==> src/verilog/axi_lat_settings.svh <==
`ifndef AXI_LAT_SETTINGS_SVH
`define AXI_LAT_SETTINGS_SVH

// Bus widths
`define AXI_ADDR_W 8
`define AXI_DATA_W 16
`define AXI_STRB_W (`AXI_DATA_W / 8)
`define AXI_ID_W 4
`define AXI_LEN_W 8

// Storage depth in words
`define MEM_DEPTH 128

// Channel delays in cycles
// Zero turns a stage into a plain pass-through
`define AW_LATENCY 3
`define W_LATENCY 2
`define AR_LATENCY 4
`define B_LATENCY 5

`endif

==> src/verilog/axi_chan_pkg.sv <==
`include "axi_lat_settings.svh"

package axi_chan_pkg;

  // Only OKAY is ever returned
  localparam logic [1:0] axi_resp_okay = 2'b00;

  // Address request shared by AW and AR
  typedef struct packed {
    logic [`AXI_ID_W-1:0]   id;
    logic [`AXI_ADDR_W-1:0] addr;
    logic [`AXI_LEN_W-1:0]  len;
  } axi_req_t;

  // One write beat
  typedef struct packed {
    logic [`AXI_DATA_W-1:0] data;
    logic [`AXI_STRB_W-1:0] strb;
    logic                   last;
  } axi_wbeat_t;

  // Write response
  typedef struct packed {
    logic [`AXI_ID_W-1:0] id;
    logic [1:0]           resp;
  } axi_bresp_t;

  // One read beat
  typedef struct packed {
    logic [`AXI_ID_W-1:0]   id;
    logic [`AXI_DATA_W-1:0] data;
    logic [1:0]             resp;
    logic                   last;
  } axi_rbeat_t;

endpackage

==> src/verilog/mem_pkg.sv <==
`include "axi_lat_settings.svh"

package mem_pkg;

  // Word index is the byte address without the lane bits
  typedef logic [$clog2(`MEM_DEPTH)-1:0] word_idx_t;

  // Written lane by lane and read as a whole word
  typedef union packed {
    logic [`AXI_DATA_W-1:0]      word;
    logic [`AXI_STRB_W-1:0][7:0] bytes;
  } mem_word_u;

  // Write sequencer
  typedef enum logic [1:0] {
    wr_idle,
    wr_data,
    wr_resp
  } wr_state_e;

  // Read sequencer
  typedef enum logic [1:0] {
    rd_idle,
    rd_fetch,
    rd_send
  } rd_state_e;

endpackage

==> src/verilog/chan_delay.sv <==
`timescale 1ns/1ps
`include "axi_lat_settings.svh"

module chan_delay #(
  parameter int  LATENCY   = 1,
  parameter type payload_t = logic
) (
  input  logic     clk,
  input  logic     rst_n,
  input  logic     in_valid,
  input  payload_t in_data,
  output logic     in_ready,
  output logic     out_valid,
  output payload_t out_data,
  input  logic     out_ready
);

  generate
    if (LATENCY == 0) begin : g_pass
      // Handshake goes straight through with no delay
      assign out_valid = in_valid;
      assign out_data  = in_data;
      assign in_ready  = out_ready;

    end else begin : g_delay
      // Counter only needs to reach LATENCY-1
      localparam int CNT_W = (LATENCY > 1) ? $clog2(LATENCY) : 1;

      typedef enum logic [1:0] {
        dly_idle,
        dly_wait,
        dly_offer
      } dly_state_e;

      dly_state_e       state;
      logic [CNT_W-1:0] cnt;
      payload_t         hold;

      assign in_ready  = (state == dly_idle);
      assign out_valid = (state == dly_offer);
      assign out_data  = hold;

      always_ff @(posedge clk) begin
        if (!rst_n) begin
          state <= dly_idle;
          cnt   <= '0;
        end else begin
          case (state)
            dly_idle: begin
              if (in_valid) begin
                state <= dly_wait;
                cnt   <= CNT_W'(LATENCY - 1);
              end
            end
            dly_wait: begin
              if (cnt == '0) begin
                state <= dly_offer;
              end else begin
                cnt <= cnt - 1'b1;
              end
            end
            dly_offer: begin
              if (out_ready) begin
                state <= dly_idle;
              end
            end
            default: state <= dly_idle;
          endcase
        end
      end

      // Item captured once per accept
      always_ff @(posedge clk) begin
        if (in_valid && in_ready) begin
          hold <= in_data;
        end
      end

      // Item offered exactly LATENCY cycles after the accept
      out_after_latency: assert property (@(posedge clk) disable iff (!rst_n)
        in_valid && in_ready |=> !out_valid [*LATENCY] ##1 out_valid);
    end
  endgenerate

endmodule

==> src/verilog/mem_array.sv <==
`timescale 1ns/1ps
`include "axi_lat_settings.svh"

module mem_array (
  input  logic                   clk,
  input  logic                   we,
  input  logic [`AXI_STRB_W-1:0] strb,
  input  mem_pkg::word_idx_t     widx,
  input  logic [`AXI_DATA_W-1:0] wdata,
  input  mem_pkg::word_idx_t     ridx,
  output logic [`AXI_DATA_W-1:0] rdata
);
  import mem_pkg::*;

  mem_word_u mem [`MEM_DEPTH];
  mem_word_u wr_word;

  // Incoming data viewed lane by lane
  assign wr_word.word = wdata;

  // Byte lanes merge under the strobe
  always_ff @(posedge clk) begin
    if (we) begin
      for (int lane = 0; lane < `AXI_STRB_W; lane++) begin
        if (strb[lane]) begin
          mem[widx].bytes[lane] <= wr_word.bytes[lane];
        end
      end
    end
  end

  // Registered read one cycle after ridx
  always_ff @(posedge clk) begin
    rdata <= mem[ridx].word;
  end

endmodule

==> src/verilog/mem_ctrl.sv <==
`timescale 1ns/1ps
`include "axi_lat_settings.svh"

module mem_ctrl (
  input  logic                     clk,
  input  logic                     rst_n,
  input  logic                     aw_valid,
  input  axi_chan_pkg::axi_req_t   aw_req,
  output logic                     aw_ready,
  input  logic                     w_valid,
  input  axi_chan_pkg::axi_wbeat_t w_beat,
  output logic                     w_ready,
  output logic                     b_valid,
  output axi_chan_pkg::axi_bresp_t b_resp,
  input  logic                     b_ready,
  input  logic                     ar_valid,
  input  axi_chan_pkg::axi_req_t   ar_req,
  output logic                     ar_ready,
  output logic                     r_valid,
  output axi_chan_pkg::axi_rbeat_t r_beat,
  input  logic                     r_ready,
  output logic                     mem_we,
  output logic [`AXI_STRB_W-1:0]   mem_strb,
  output mem_pkg::word_idx_t       mem_widx,
  output logic [`AXI_DATA_W-1:0]   mem_wdata,
  output mem_pkg::word_idx_t       mem_ridx,
  input  logic [`AXI_DATA_W-1:0]   mem_rdata
);
  import axi_chan_pkg::*;
  import mem_pkg::*;

  localparam int LANE_W = $clog2(`AXI_STRB_W);
  localparam int IDX_W  = $bits(word_idx_t);

  wr_state_e              wr_state;
  logic [`AXI_ID_W-1:0]   wr_id;
  word_idx_t              wr_idx;
  logic [`AXI_LEN_W-1:0]  wr_cnt;

  rd_state_e              rd_state;
  logic [`AXI_ID_W-1:0]   rd_id;
  word_idx_t              rd_idx;
  logic [`AXI_LEN_W-1:0]  rd_cnt;
  logic                   rd_first;
  logic [`AXI_DATA_W-1:0] rd_hold;

  logic aw_fire;
  logic w_fire;
  logic ar_fire;
  logic r_fire;

  assign aw_fire = aw_valid && aw_ready;
  assign w_fire  = w_valid && w_ready;
  assign ar_fire = ar_valid && ar_ready;
  assign r_fire  = r_valid && r_ready;

  // ========================================================================
  // Write sequencer
  // ========================================================================
  assign aw_ready = (wr_state == wr_idle);
  assign w_ready  = (wr_state == wr_data);
  assign b_valid  = (wr_state == wr_resp);
  assign b_resp   = '{id: wr_id, resp: axi_resp_okay};

  // Beat goes into storage on the accept cycle
  assign mem_we    = w_fire;
  assign mem_strb  = w_beat.strb;
  assign mem_widx  = wr_idx;
  assign mem_wdata = w_beat.data;

  always_ff @(posedge clk) begin
    if (!rst_n) begin
      wr_state <= wr_idle;
      wr_cnt   <= '0;
    end else begin
      case (wr_state)
        wr_idle: begin
          if (aw_fire) begin
            wr_state <= wr_data;
            wr_cnt   <= aw_req.len;
          end
        end
        wr_data: begin
          if (w_fire) begin
            if (w_beat.last) begin
              wr_state <= wr_resp;
            end else begin
              wr_cnt <= wr_cnt - 1'b1;
            end
          end
        end
        wr_resp: begin
          if (b_ready) begin
            wr_state <= wr_idle;
          end
        end
        default: wr_state <= wr_idle;
      endcase
    end
  end

  // Index wraps at the top of memory
  always_ff @(posedge clk) begin
    if (aw_fire) begin
      wr_id  <= aw_req.id;
      wr_idx <= aw_req.addr[LANE_W +: IDX_W];
    end else if (w_fire) begin
      wr_idx <= wr_idx + 1'b1;
    end
  end

  // ========================================================================
  // Read sequencer
  // ========================================================================
  assign ar_ready = (rd_state == rd_idle);
  assign r_valid  = (rd_state == rd_send);
  assign mem_ridx = rd_idx;

  // First send cycle sees fresh storage data and later cycles the held copy
  assign r_beat = '{
    id:   rd_id,
    data: rd_first ? mem_rdata : rd_hold,
    resp: axi_resp_okay,
    last: (rd_cnt == '0)
  };

  always_ff @(posedge clk) begin
    if (!rst_n) begin
      rd_state <= rd_idle;
      rd_cnt   <= '0;
      rd_first <= 1'b0;
    end else begin
      rd_first <= (rd_state == rd_fetch);
      case (rd_state)
        rd_idle: begin
          if (ar_fire) begin
            rd_state <= rd_fetch;
            rd_cnt   <= ar_req.len;
          end
        end
        rd_fetch: rd_state <= rd_send;
        rd_send: begin
          if (r_fire) begin
            if (rd_cnt == '0) begin
              rd_state <= rd_idle;
            end else begin
              rd_state <= rd_fetch;
              rd_cnt   <= rd_cnt - 1'b1;
            end
          end
        end
        default: rd_state <= rd_idle;
      endcase
    end
  end

  always_ff @(posedge clk) begin
    if (ar_fire) begin
      rd_id  <= ar_req.id;
      rd_idx <= ar_req.addr[LANE_W +: IDX_W];
    end else if (r_fire) begin
      rd_idx <= rd_idx + 1'b1;
    end
    if (rd_first) begin
      rd_hold <= mem_rdata;
    end
  end

  // Master's last must line up with the length taken from AW
  w_last_matches_len: assert property (@(posedge clk) disable iff (!rst_n)
    w_fire |-> (w_beat.last == (wr_cnt == '0)));

  // Read beat held under back-pressure even if storage changes meanwhile
  r_hold_stable: assert property (@(posedge clk) disable iff (!rst_n)
    r_valid && !r_ready |=> r_valid && $stable(r_beat));

endmodule

==> src/verilog/axi_mem_latency.sv <==
`timescale 1ns/1ps
`include "axi_lat_settings.svh"

module axi_mem_latency (
  input  logic                     clk,
  input  logic                     rst_n,
  input  logic                     aw_valid,
  input  axi_chan_pkg::axi_req_t   aw_req,
  output logic                     aw_ready,
  input  logic                     w_valid,
  input  axi_chan_pkg::axi_wbeat_t w_beat,
  output logic                     w_ready,
  input  logic                     ar_valid,
  input  axi_chan_pkg::axi_req_t   ar_req,
  output logic                     ar_ready,
  output logic                     b_valid,
  output axi_chan_pkg::axi_bresp_t b_resp,
  input  logic                     b_ready,
  output logic                     r_valid,
  output axi_chan_pkg::axi_rbeat_t r_beat,
  input  logic                     r_ready
);
  import axi_chan_pkg::*;
  import mem_pkg::*;

  // Delayed request channels into the controller
  logic       dly_aw_valid;
  logic       dly_aw_ready;
  axi_req_t   dly_aw_req;
  logic       dly_w_valid;
  logic       dly_w_ready;
  axi_wbeat_t dly_w_beat;
  logic       dly_ar_valid;
  logic       dly_ar_ready;
  axi_req_t   dly_ar_req;

  // Response from the controller into the B stage
  logic       ctrl_b_valid;
  logic       ctrl_b_ready;
  axi_bresp_t ctrl_b_resp;

  // Storage port
  logic                   mem_we;
  logic [`AXI_STRB_W-1:0] mem_strb;
  word_idx_t              mem_widx;
  logic [`AXI_DATA_W-1:0] mem_wdata;
  word_idx_t              mem_ridx;
  logic [`AXI_DATA_W-1:0] mem_rdata;

  // ========================================================================
  // Request side delays
  // ========================================================================
  chan_delay #(.LATENCY(`AW_LATENCY), .payload_t(axi_req_t)) i_aw_delay (
    .clk      (clk),
    .rst_n    (rst_n),
    .in_valid (aw_valid),
    .in_data  (aw_req),
    .in_ready (aw_ready),
    .out_valid(dly_aw_valid),
    .out_data (dly_aw_req),
    .out_ready(dly_aw_ready)
  );

  chan_delay #(.LATENCY(`W_LATENCY), .payload_t(axi_wbeat_t)) i_w_delay (
    .clk      (clk),
    .rst_n    (rst_n),
    .in_valid (w_valid),
    .in_data  (w_beat),
    .in_ready (w_ready),
    .out_valid(dly_w_valid),
    .out_data (dly_w_beat),
    .out_ready(dly_w_ready)
  );

  chan_delay #(.LATENCY(`AR_LATENCY), .payload_t(axi_req_t)) i_ar_delay (
    .clk      (clk),
    .rst_n    (rst_n),
    .in_valid (ar_valid),
    .in_data  (ar_req),
    .in_ready (ar_ready),
    .out_valid(dly_ar_valid),
    .out_data (dly_ar_req),
    .out_ready(dly_ar_ready)
  );

  // ========================================================================
  // Controller and storage
  // ========================================================================
  mem_ctrl i_ctrl (
    .clk      (clk),
    .rst_n    (rst_n),
    .aw_valid (dly_aw_valid),
    .aw_req   (dly_aw_req),
    .aw_ready (dly_aw_ready),
    .w_valid  (dly_w_valid),
    .w_beat   (dly_w_beat),
    .w_ready  (dly_w_ready),
    .b_valid  (ctrl_b_valid),
    .b_resp   (ctrl_b_resp),
    .b_ready  (ctrl_b_ready),
    .ar_valid (dly_ar_valid),
    .ar_req   (dly_ar_req),
    .ar_ready (dly_ar_ready),
    .r_valid  (r_valid),
    .r_beat   (r_beat),
    .r_ready  (r_ready),
    .mem_we   (mem_we),
    .mem_strb (mem_strb),
    .mem_widx (mem_widx),
    .mem_wdata(mem_wdata),
    .mem_ridx (mem_ridx),
    .mem_rdata(mem_rdata)
  );

  // Write response delay on the way out
  chan_delay #(.LATENCY(`B_LATENCY), .payload_t(axi_bresp_t)) i_b_delay (
    .clk      (clk),
    .rst_n    (rst_n),
    .in_valid (ctrl_b_valid),
    .in_data  (ctrl_b_resp),
    .in_ready (ctrl_b_ready),
    .out_valid(b_valid),
    .out_data (b_resp),
    .out_ready(b_ready)
  );

  mem_array i_mem (
    .clk  (clk),
    .we   (mem_we),
    .strb (mem_strb),
    .widx (mem_widx),
    .wdata(mem_wdata),
    .ridx (mem_ridx),
    .rdata(mem_rdata)
  );

endmodule

==> config.mk <==
export PLATFORM = sky130hd
export DESIGN_NAME = axi_mem_latency
export DESIGN_NICKNAME = d
export VERILOG_FILES = /design/src/verilog/axi_chan_pkg.sv /design/src/verilog/mem_pkg.sv /design/src/verilog/chan_delay.sv /design/src/verilog/mem_array.sv /design/src/verilog/mem_ctrl.sv /design/src/verilog/axi_mem_latency.sv
export VERILOG_INCLUDE_DIRS = /design/src /design/src/verilog
export SDC_FILE = /design/constraint.sdc
export NUM_CORES = 2
export LEC_CHECK = 0
export BUFFER_PORTS_ARGS = -buffer_cell sky130_fd_sc_hd__buf_2
export CELL_PAD_IN_SITES_DETAIL_PLACEMENT = 1
export CELL_PAD_IN_SITES_GLOBAL_PLACEMENT = 1
export CORE_UTILIZATION = 43
export CTS_BUF_LIST = sky130_fd_sc_hd__clkbuf_2
export DETAILED_ROUTE_END_ITERATION = 12
export PLACE_DENSITY = 0.72
export SETUP_SLACK_MARGIN = 0.4
export SLEW_MARGIN = 20
export SYNTH_ARGS = -nofsm -noshare
export SYNTH_HDL_FRONTEND = slang
export SYNTH_SLANG_ARGS = --single-unit
==> constraint.sdc <==
create_clock -name clk -period 4.4 [get_ports clk]
set_input_delay 1.32 -clock clk [delete_from_list [all_inputs] [get_ports clk]]
set_output_delay 1.32 -clock clk [all_outputs]
set_load 0.01 [all_outputs]
== After elaboration in Yosys (flattened, before gate mapping) ==
Memories as Yosys holds them, arrays and structs flattened. A register that Yosys moved wholly into a read port is not among the register bits.
Cells that the tools add are included.

* Register bits: 122
* Bits in writable memories: 2048
* Output and inout bits: 34
* Memories kept: 1

* Add/subtract/negate cells: 7
* Eq/ne operators: 34
* Muxes and demuxes: 52
* Reduce and logical (&&, ||, !) cells: 36

{| class="wikitable"
|+ Memory list
! memory !! depth !! width !! rd ports !! clocked after Yosys merged registers in !! write ports !! RTL line !! text
|-
| i_mem.mem || 128 || 16 || 1 || 1 || 1 || mem_array.sv:15 || <nowiki>mem_word_u mem [`MEM_DEPTH];</nowiki>
|}

{| class="wikitable"
|+ Operator list
! cell !! count
|-
| $mux 2 || 22
|-
| $pmux 2 s3 || 6
|-
| $ne 2x2->1 const B || 17
|-
| $mux 7 || 4
|-
| $mux 8 || 3
|-
| $reduce_and 3->1 || 7
|-
| $logic_not 2->1 || 8
|-
| $mux 16 || 1
|-
| $pmux 8 s2 || 1
|-
| $add 7x1->7 const B || 2
|-
| $reduce_bool 2->1 || 7
|-
| $eq 2x1->1 const B || 6
|-
| $eq 2x2->1 const B || 6
|-
| $ne 2x1->1 const B || 5
|-
| $mux 1 || 9
|-
| $logic_and 1x1->1 || 8
|-
| $logic_not 8->1 || 1
|-
| $pmux 2 s2 || 2
|-
| $reduce_and 4->1 || 2
|-
| $sub 8x1->8 const B || 1
|-
| $mux 3 || 2
|-
| $pmux 3 s2 || 1
|-
| $reduce_and 2->1 || 2
|-
| $sub 2x1->2 const B || 2
|-
| 4 further kinds || 4
|}

== Logic depth before layout (Yosys ltp) ==
* Depth after elaboration: 4
* Gate-level depth with buffers: 12
* Depth with buffers taken out: 7

== Hierarchy ==
A second synthesis with hierarchy kept.

* Cell total of the unflattened synthesis: 3630
* Area, all modules: 84324.6 µm²

{| class="wikitable"
|+ By module, submodules not included
! module !! times used !! cells each !! area an instance (µm²) !! seq. area each (µm²)
|-
| mem_array || 1 || 3236 || 79065.8 || 61819.3
|-
| mem_ctrl || 1 || 228 || 2419.8 || 1241.2
|-
| chan_delay (i_aw_delay) || 1 || 47 || 840.8 || 680.7
|-
| chan_delay (i_ar_delay) || 1 || 46 || 822.0 || 680.7
|-
| chan_delay (i_w_delay) || 1 || 33 || 714.4 || 630.6
|-
| chan_delay (i_b_delay) || 1 || 40 || 461.7 || 280.3
|}

== Worst setup path before layout ==
OpenSTA, ideal clock, no wires.

* Kind: reg-to-output
* Start: register i_ctrl.rd_first
* End: output r_beat[12] in the netlist's numbering
* Data arrival time: 1.298 ns
* Setup slack: 1.782 ns
* Stages on the path, launching flop included: 4
* Buffers on the path: 2
* Cell sequence: dfxtp_1 clkbuf_1 buf_1 mux2_2

{| class="wikitable"
|+ RTL lines
! element !! RTL line !! text
|-
| from (decl) || mem_ctrl.sv:44 || <nowiki>logic rd_first;</nowiki>
|-
| from (signal assigned) || mem_ctrl.sv:133 || <nowiki>rd_first <= (rd_state == rd_fetch);</nowiki>
|-
| to (decl) || axi_mem_latency.sv:20 || <nowiki>output axi_chan_pkg::axi_rbeat_t r_beat,</nowiki>
|}

==> results.md <==
- CTS HTree Levels: 6
- Cts bufs inserted: 547
- Status: finished clean
- Relative slew margins: 0.126
- # IOs: 100
- Peak Freq: 0.244 GHz
- Clk_skew: 0.183 ns
- Drt total wl: 226 mm
- Ys async rst share: 0
- #FFs+latches synth: 2184
- Cell area after synthesis: 84600 µm²
- Arrival time at the worst endpoint: 2.77 ns
- Worst hold start: w_beat[9]
- Max-Cap Viols: 0
- # setup viols final: 0
- Clk root buf: clkbuf_2
- Die height: 445 µm
- Yosys top cell by area: edfxtp_1
- Post-synthesis mux area share: 0.156
- Area delta synth->final: 12.1%
- Initial Utilization: 0.433
- Crit-path cells: nor3_4, nand3_2, inv_1, buf_2
- Most frequent cell after synthesis: edfxtp_1
- WL per Instance: 28.9 µm
- DP Wirelength: 136 mm
- Die width: 445 µm
- Post-synth EDFFs: 2123
- Synth top area share: 0.754
- DR vias: 44600
- Vias in the first global route: 47800
- Post-synthesis adder-cell area fraction: 0.00118
- GRT Util Overall: 0.227
- CTS tree: built
- CTS sink cnt: 2184
- WP buf/inv: 2
- CP Max Fanout: 5
- Final antenna-violating net count: 0
- Syn_area_per_cell: 20.5 µm²
- Total congestion overflow: 0
- Core Region: 195000 µm²
- Period Utilization, post-route: 0.930
- Fillers: 18200
- Main combinational cell family by area after synthesis: multiplexers
- Pleak: 0.0311 µW
- Origin of the worst setup path: i_ctrl.rd_cnt[3]
- Max-slew violations: 0
- Synth cell count leaders: edfxtp_1 (2123), mux4_2 (480), nor2_1 (314), mux2i_1 (209), nand2_1 (164)
- Vias per inst: 5.71
- Die Area: 198000 µm²
- RD Place Congestion: 0.816
- Setup CP Type: reg -> out
- Clock Latency Late Sink: 1.89 ns
- Ys Warns: 0
- RSZ-0062 raised after global routing: yes
- Delay-heaviest family, CP: flip-flops
- Worst EP required: 3.08 ns
- I/O Buffers: 85
- Final min period: 4.09 ns
- DR iter-0 viols: 4135
- Initial antenna violation count: 9
- Max clock buf depth: 4
- CP Launch Type: flip-flop
- Worst Setup End Kind: primary output
- Crit-path slowest cell: dfxtp_2
- Slowest stage delay, CP: 0.38 ns
- Rows: 162
- Cell area after layout: 94800 µm²
- Setup TNS: 0 ns
- Post-Synth Simple-Gate Area: 0.0340
- Synth area leaders: edfxtp_1 (75%), mux4_2 (13%), mux2i_1 (2.5%)
- First-pass GRT wire length: 326 mm
- XOR/XNOR Fraction of Synth Area: 0.00104
- Synth Instances: 4120
- Most used DFF post-synth: edfxtp_1
- Share of layout cells above drive strength 1: 0.324
- Post-layout nets: 4905
- DP Area: 88800 µm²
- Reg2reg start: i_ctrl.wr_state[1]
- Compound-Gate Fraction of Synth Area: 0.0227
- DRT Pass-1 Iters: 5
- Cell variety after synth: 58
- PD cells: 403 nW/µm²
- # DRC: 0
- Sequential fraction of the synthesis area: 0.768
- Clock slew seen by the registers of the worst setup and hold paths: 0.14 ns
- Pin count of the biggest net entering global routing: 129
- Final hold vios: 0
- Min-delay worst type: in -> reg
- Worst Tran Pin Value: 1.31 ns
- Worst vdd ir: 0.000228 V
-- worst reg2reg max path, stage by stage (launching register included) --
cell and delay [ns]:
dfxtp_1 0.37, nand2b_1 0.23, nor3_1 0.38, and2_0 0.21, buf_4 0.17, nor2b_1 0.32, nand2_2 0.63, nor2_1 0.87
-- logic make-up (layout without fill, tap and decap cells) --
kind of cell,after synthesis,after routing
flip-flops,2184,2184
AND/OR/NAND/NOR,662,662
multiplexers,715,715
other,1,17
adder cells (fa/ha/maj),8,8
XOR/XNOR,10,10
AO/OA/AOI/OAI,285,285
buffers and inverters,255,1307
-- metrics by stage --
step | hold slack, ns | setup WS [ns] | instances | total power [µW] | util
global route | 0.0597 | 0.116 | 7809 | 39400 | 0.486
finish | 0.253 | 0.308 | 7812 | 38200 | 0.486
CTS | 0.00288 | 0.133 | 7798 | 38300 | 0.485
floorplan | 0.400 | 1.78 | 4123 | 24500 | -
global placement | 0.401 | 1.01 | 6797 | 25200 | 0.455
detailed placement | 0.406 | 0.824 | 6797 | 25300 | 0.455
-- metal layers --
layer,up-vias,GRT usage,routed length (µm)
met1,23500,0.300,89200
met2,2050,0.373,112000
met4,2,0.0850,7600
li1,18600,-,-
met3,414,0.0467,17300
met5,-,0,20
-- path summary, 6_finish.rpt --
check	end	slack (ns)	depth (start not counted)
worst max-delay path	r_beat[0]	0.31	4
worst min register to register	i_ctrl.wr_id[0]	0.40	0
worst max register to register	i_mem.mem[48][1]	0.70	7
worst min-delay path	i_w_delay.out_data[9]	0.25	2
-- registers in the layout (all words and copies together) (netlist names), 3 cells and up --
name / cells
i_ctrl.rd_hold: 16
i_w_delay.out_data: 19
i_ctrl.mem_widx: 7
i_ctrl.wr_id: 4
i_ar_delay.out_data: 19
i_b_delay.g_delay.cnt: 3
i_ctrl.mem_ridx: 7
i_b_delay.out_data: 4
i_mem.mem: 2048
i_ctrl.rd_id: 4
i_mem.rdata: 16
i_aw_delay.out_data: 11
i_ctrl.rd_cnt: 8
-- where the power goes --
part           switching (µW)  internal, µW
Sequential               99.1         23000
Combinational            1190           682
Clock                    8050          5110
-- area by class of cell --
class	count	area (µm²)	area share
Timing Repair Buffer	396	3450	0.0364
Tap cell	2624	3280	0.0346
Antenna cell	13	32.5	0.000343
Inverter	18	78.8	0.000832
Clock inverter	123	686	0.00723
Multi-Input combinational cell	1684	18400	0.194
Sequential cell	2184	65000	0.686
Clock buffer	770	3850	0.0407
-- placed cells by master, fill, tap and decap left out, types with 8 or more instances in the layout --
cell type / instances
a211oi_1: 20
a21oi_1: 51
a221oi_1: 25
a22o_1: 17
a22oi_1: 47
and2_1: 9
and3_1: 12
buf_12: 27
buf_2: 66
buf_4: 193
buf_6: 21
bufinv_16: 8
clkbuf_2: 770
clkinv_1: 87
clkinv_2: 8
dfxtp_1: 36
dfxtp_2: 18
diode_2: 13
dlygate4sd3_1: 88
edfxtp_1: 2123
inv_1: 13
inv_2: 22
mux2_2: 10
mux2_4: 16
mux2i_1: 209
mux4_2: 480
nand2_1: 162
nand2b_1: 19
nand3_1: 61
nor2_1: 309
nor2b_1: 12
nor3_1: 27
o21ai_0: 59
o221ai_1: 10
o22ai_1: 23
-- repair_timing --
action,in CTS,in global routing
cloned,1,0
gates resized for setup,62,30
buffers inserted,19,0
endpoints found under the setup margin,22,31
pin swaps,6,0
hold buffers,88,0
endpoints found under the hold margin,76,0
(Power assumes the default switching activity.)
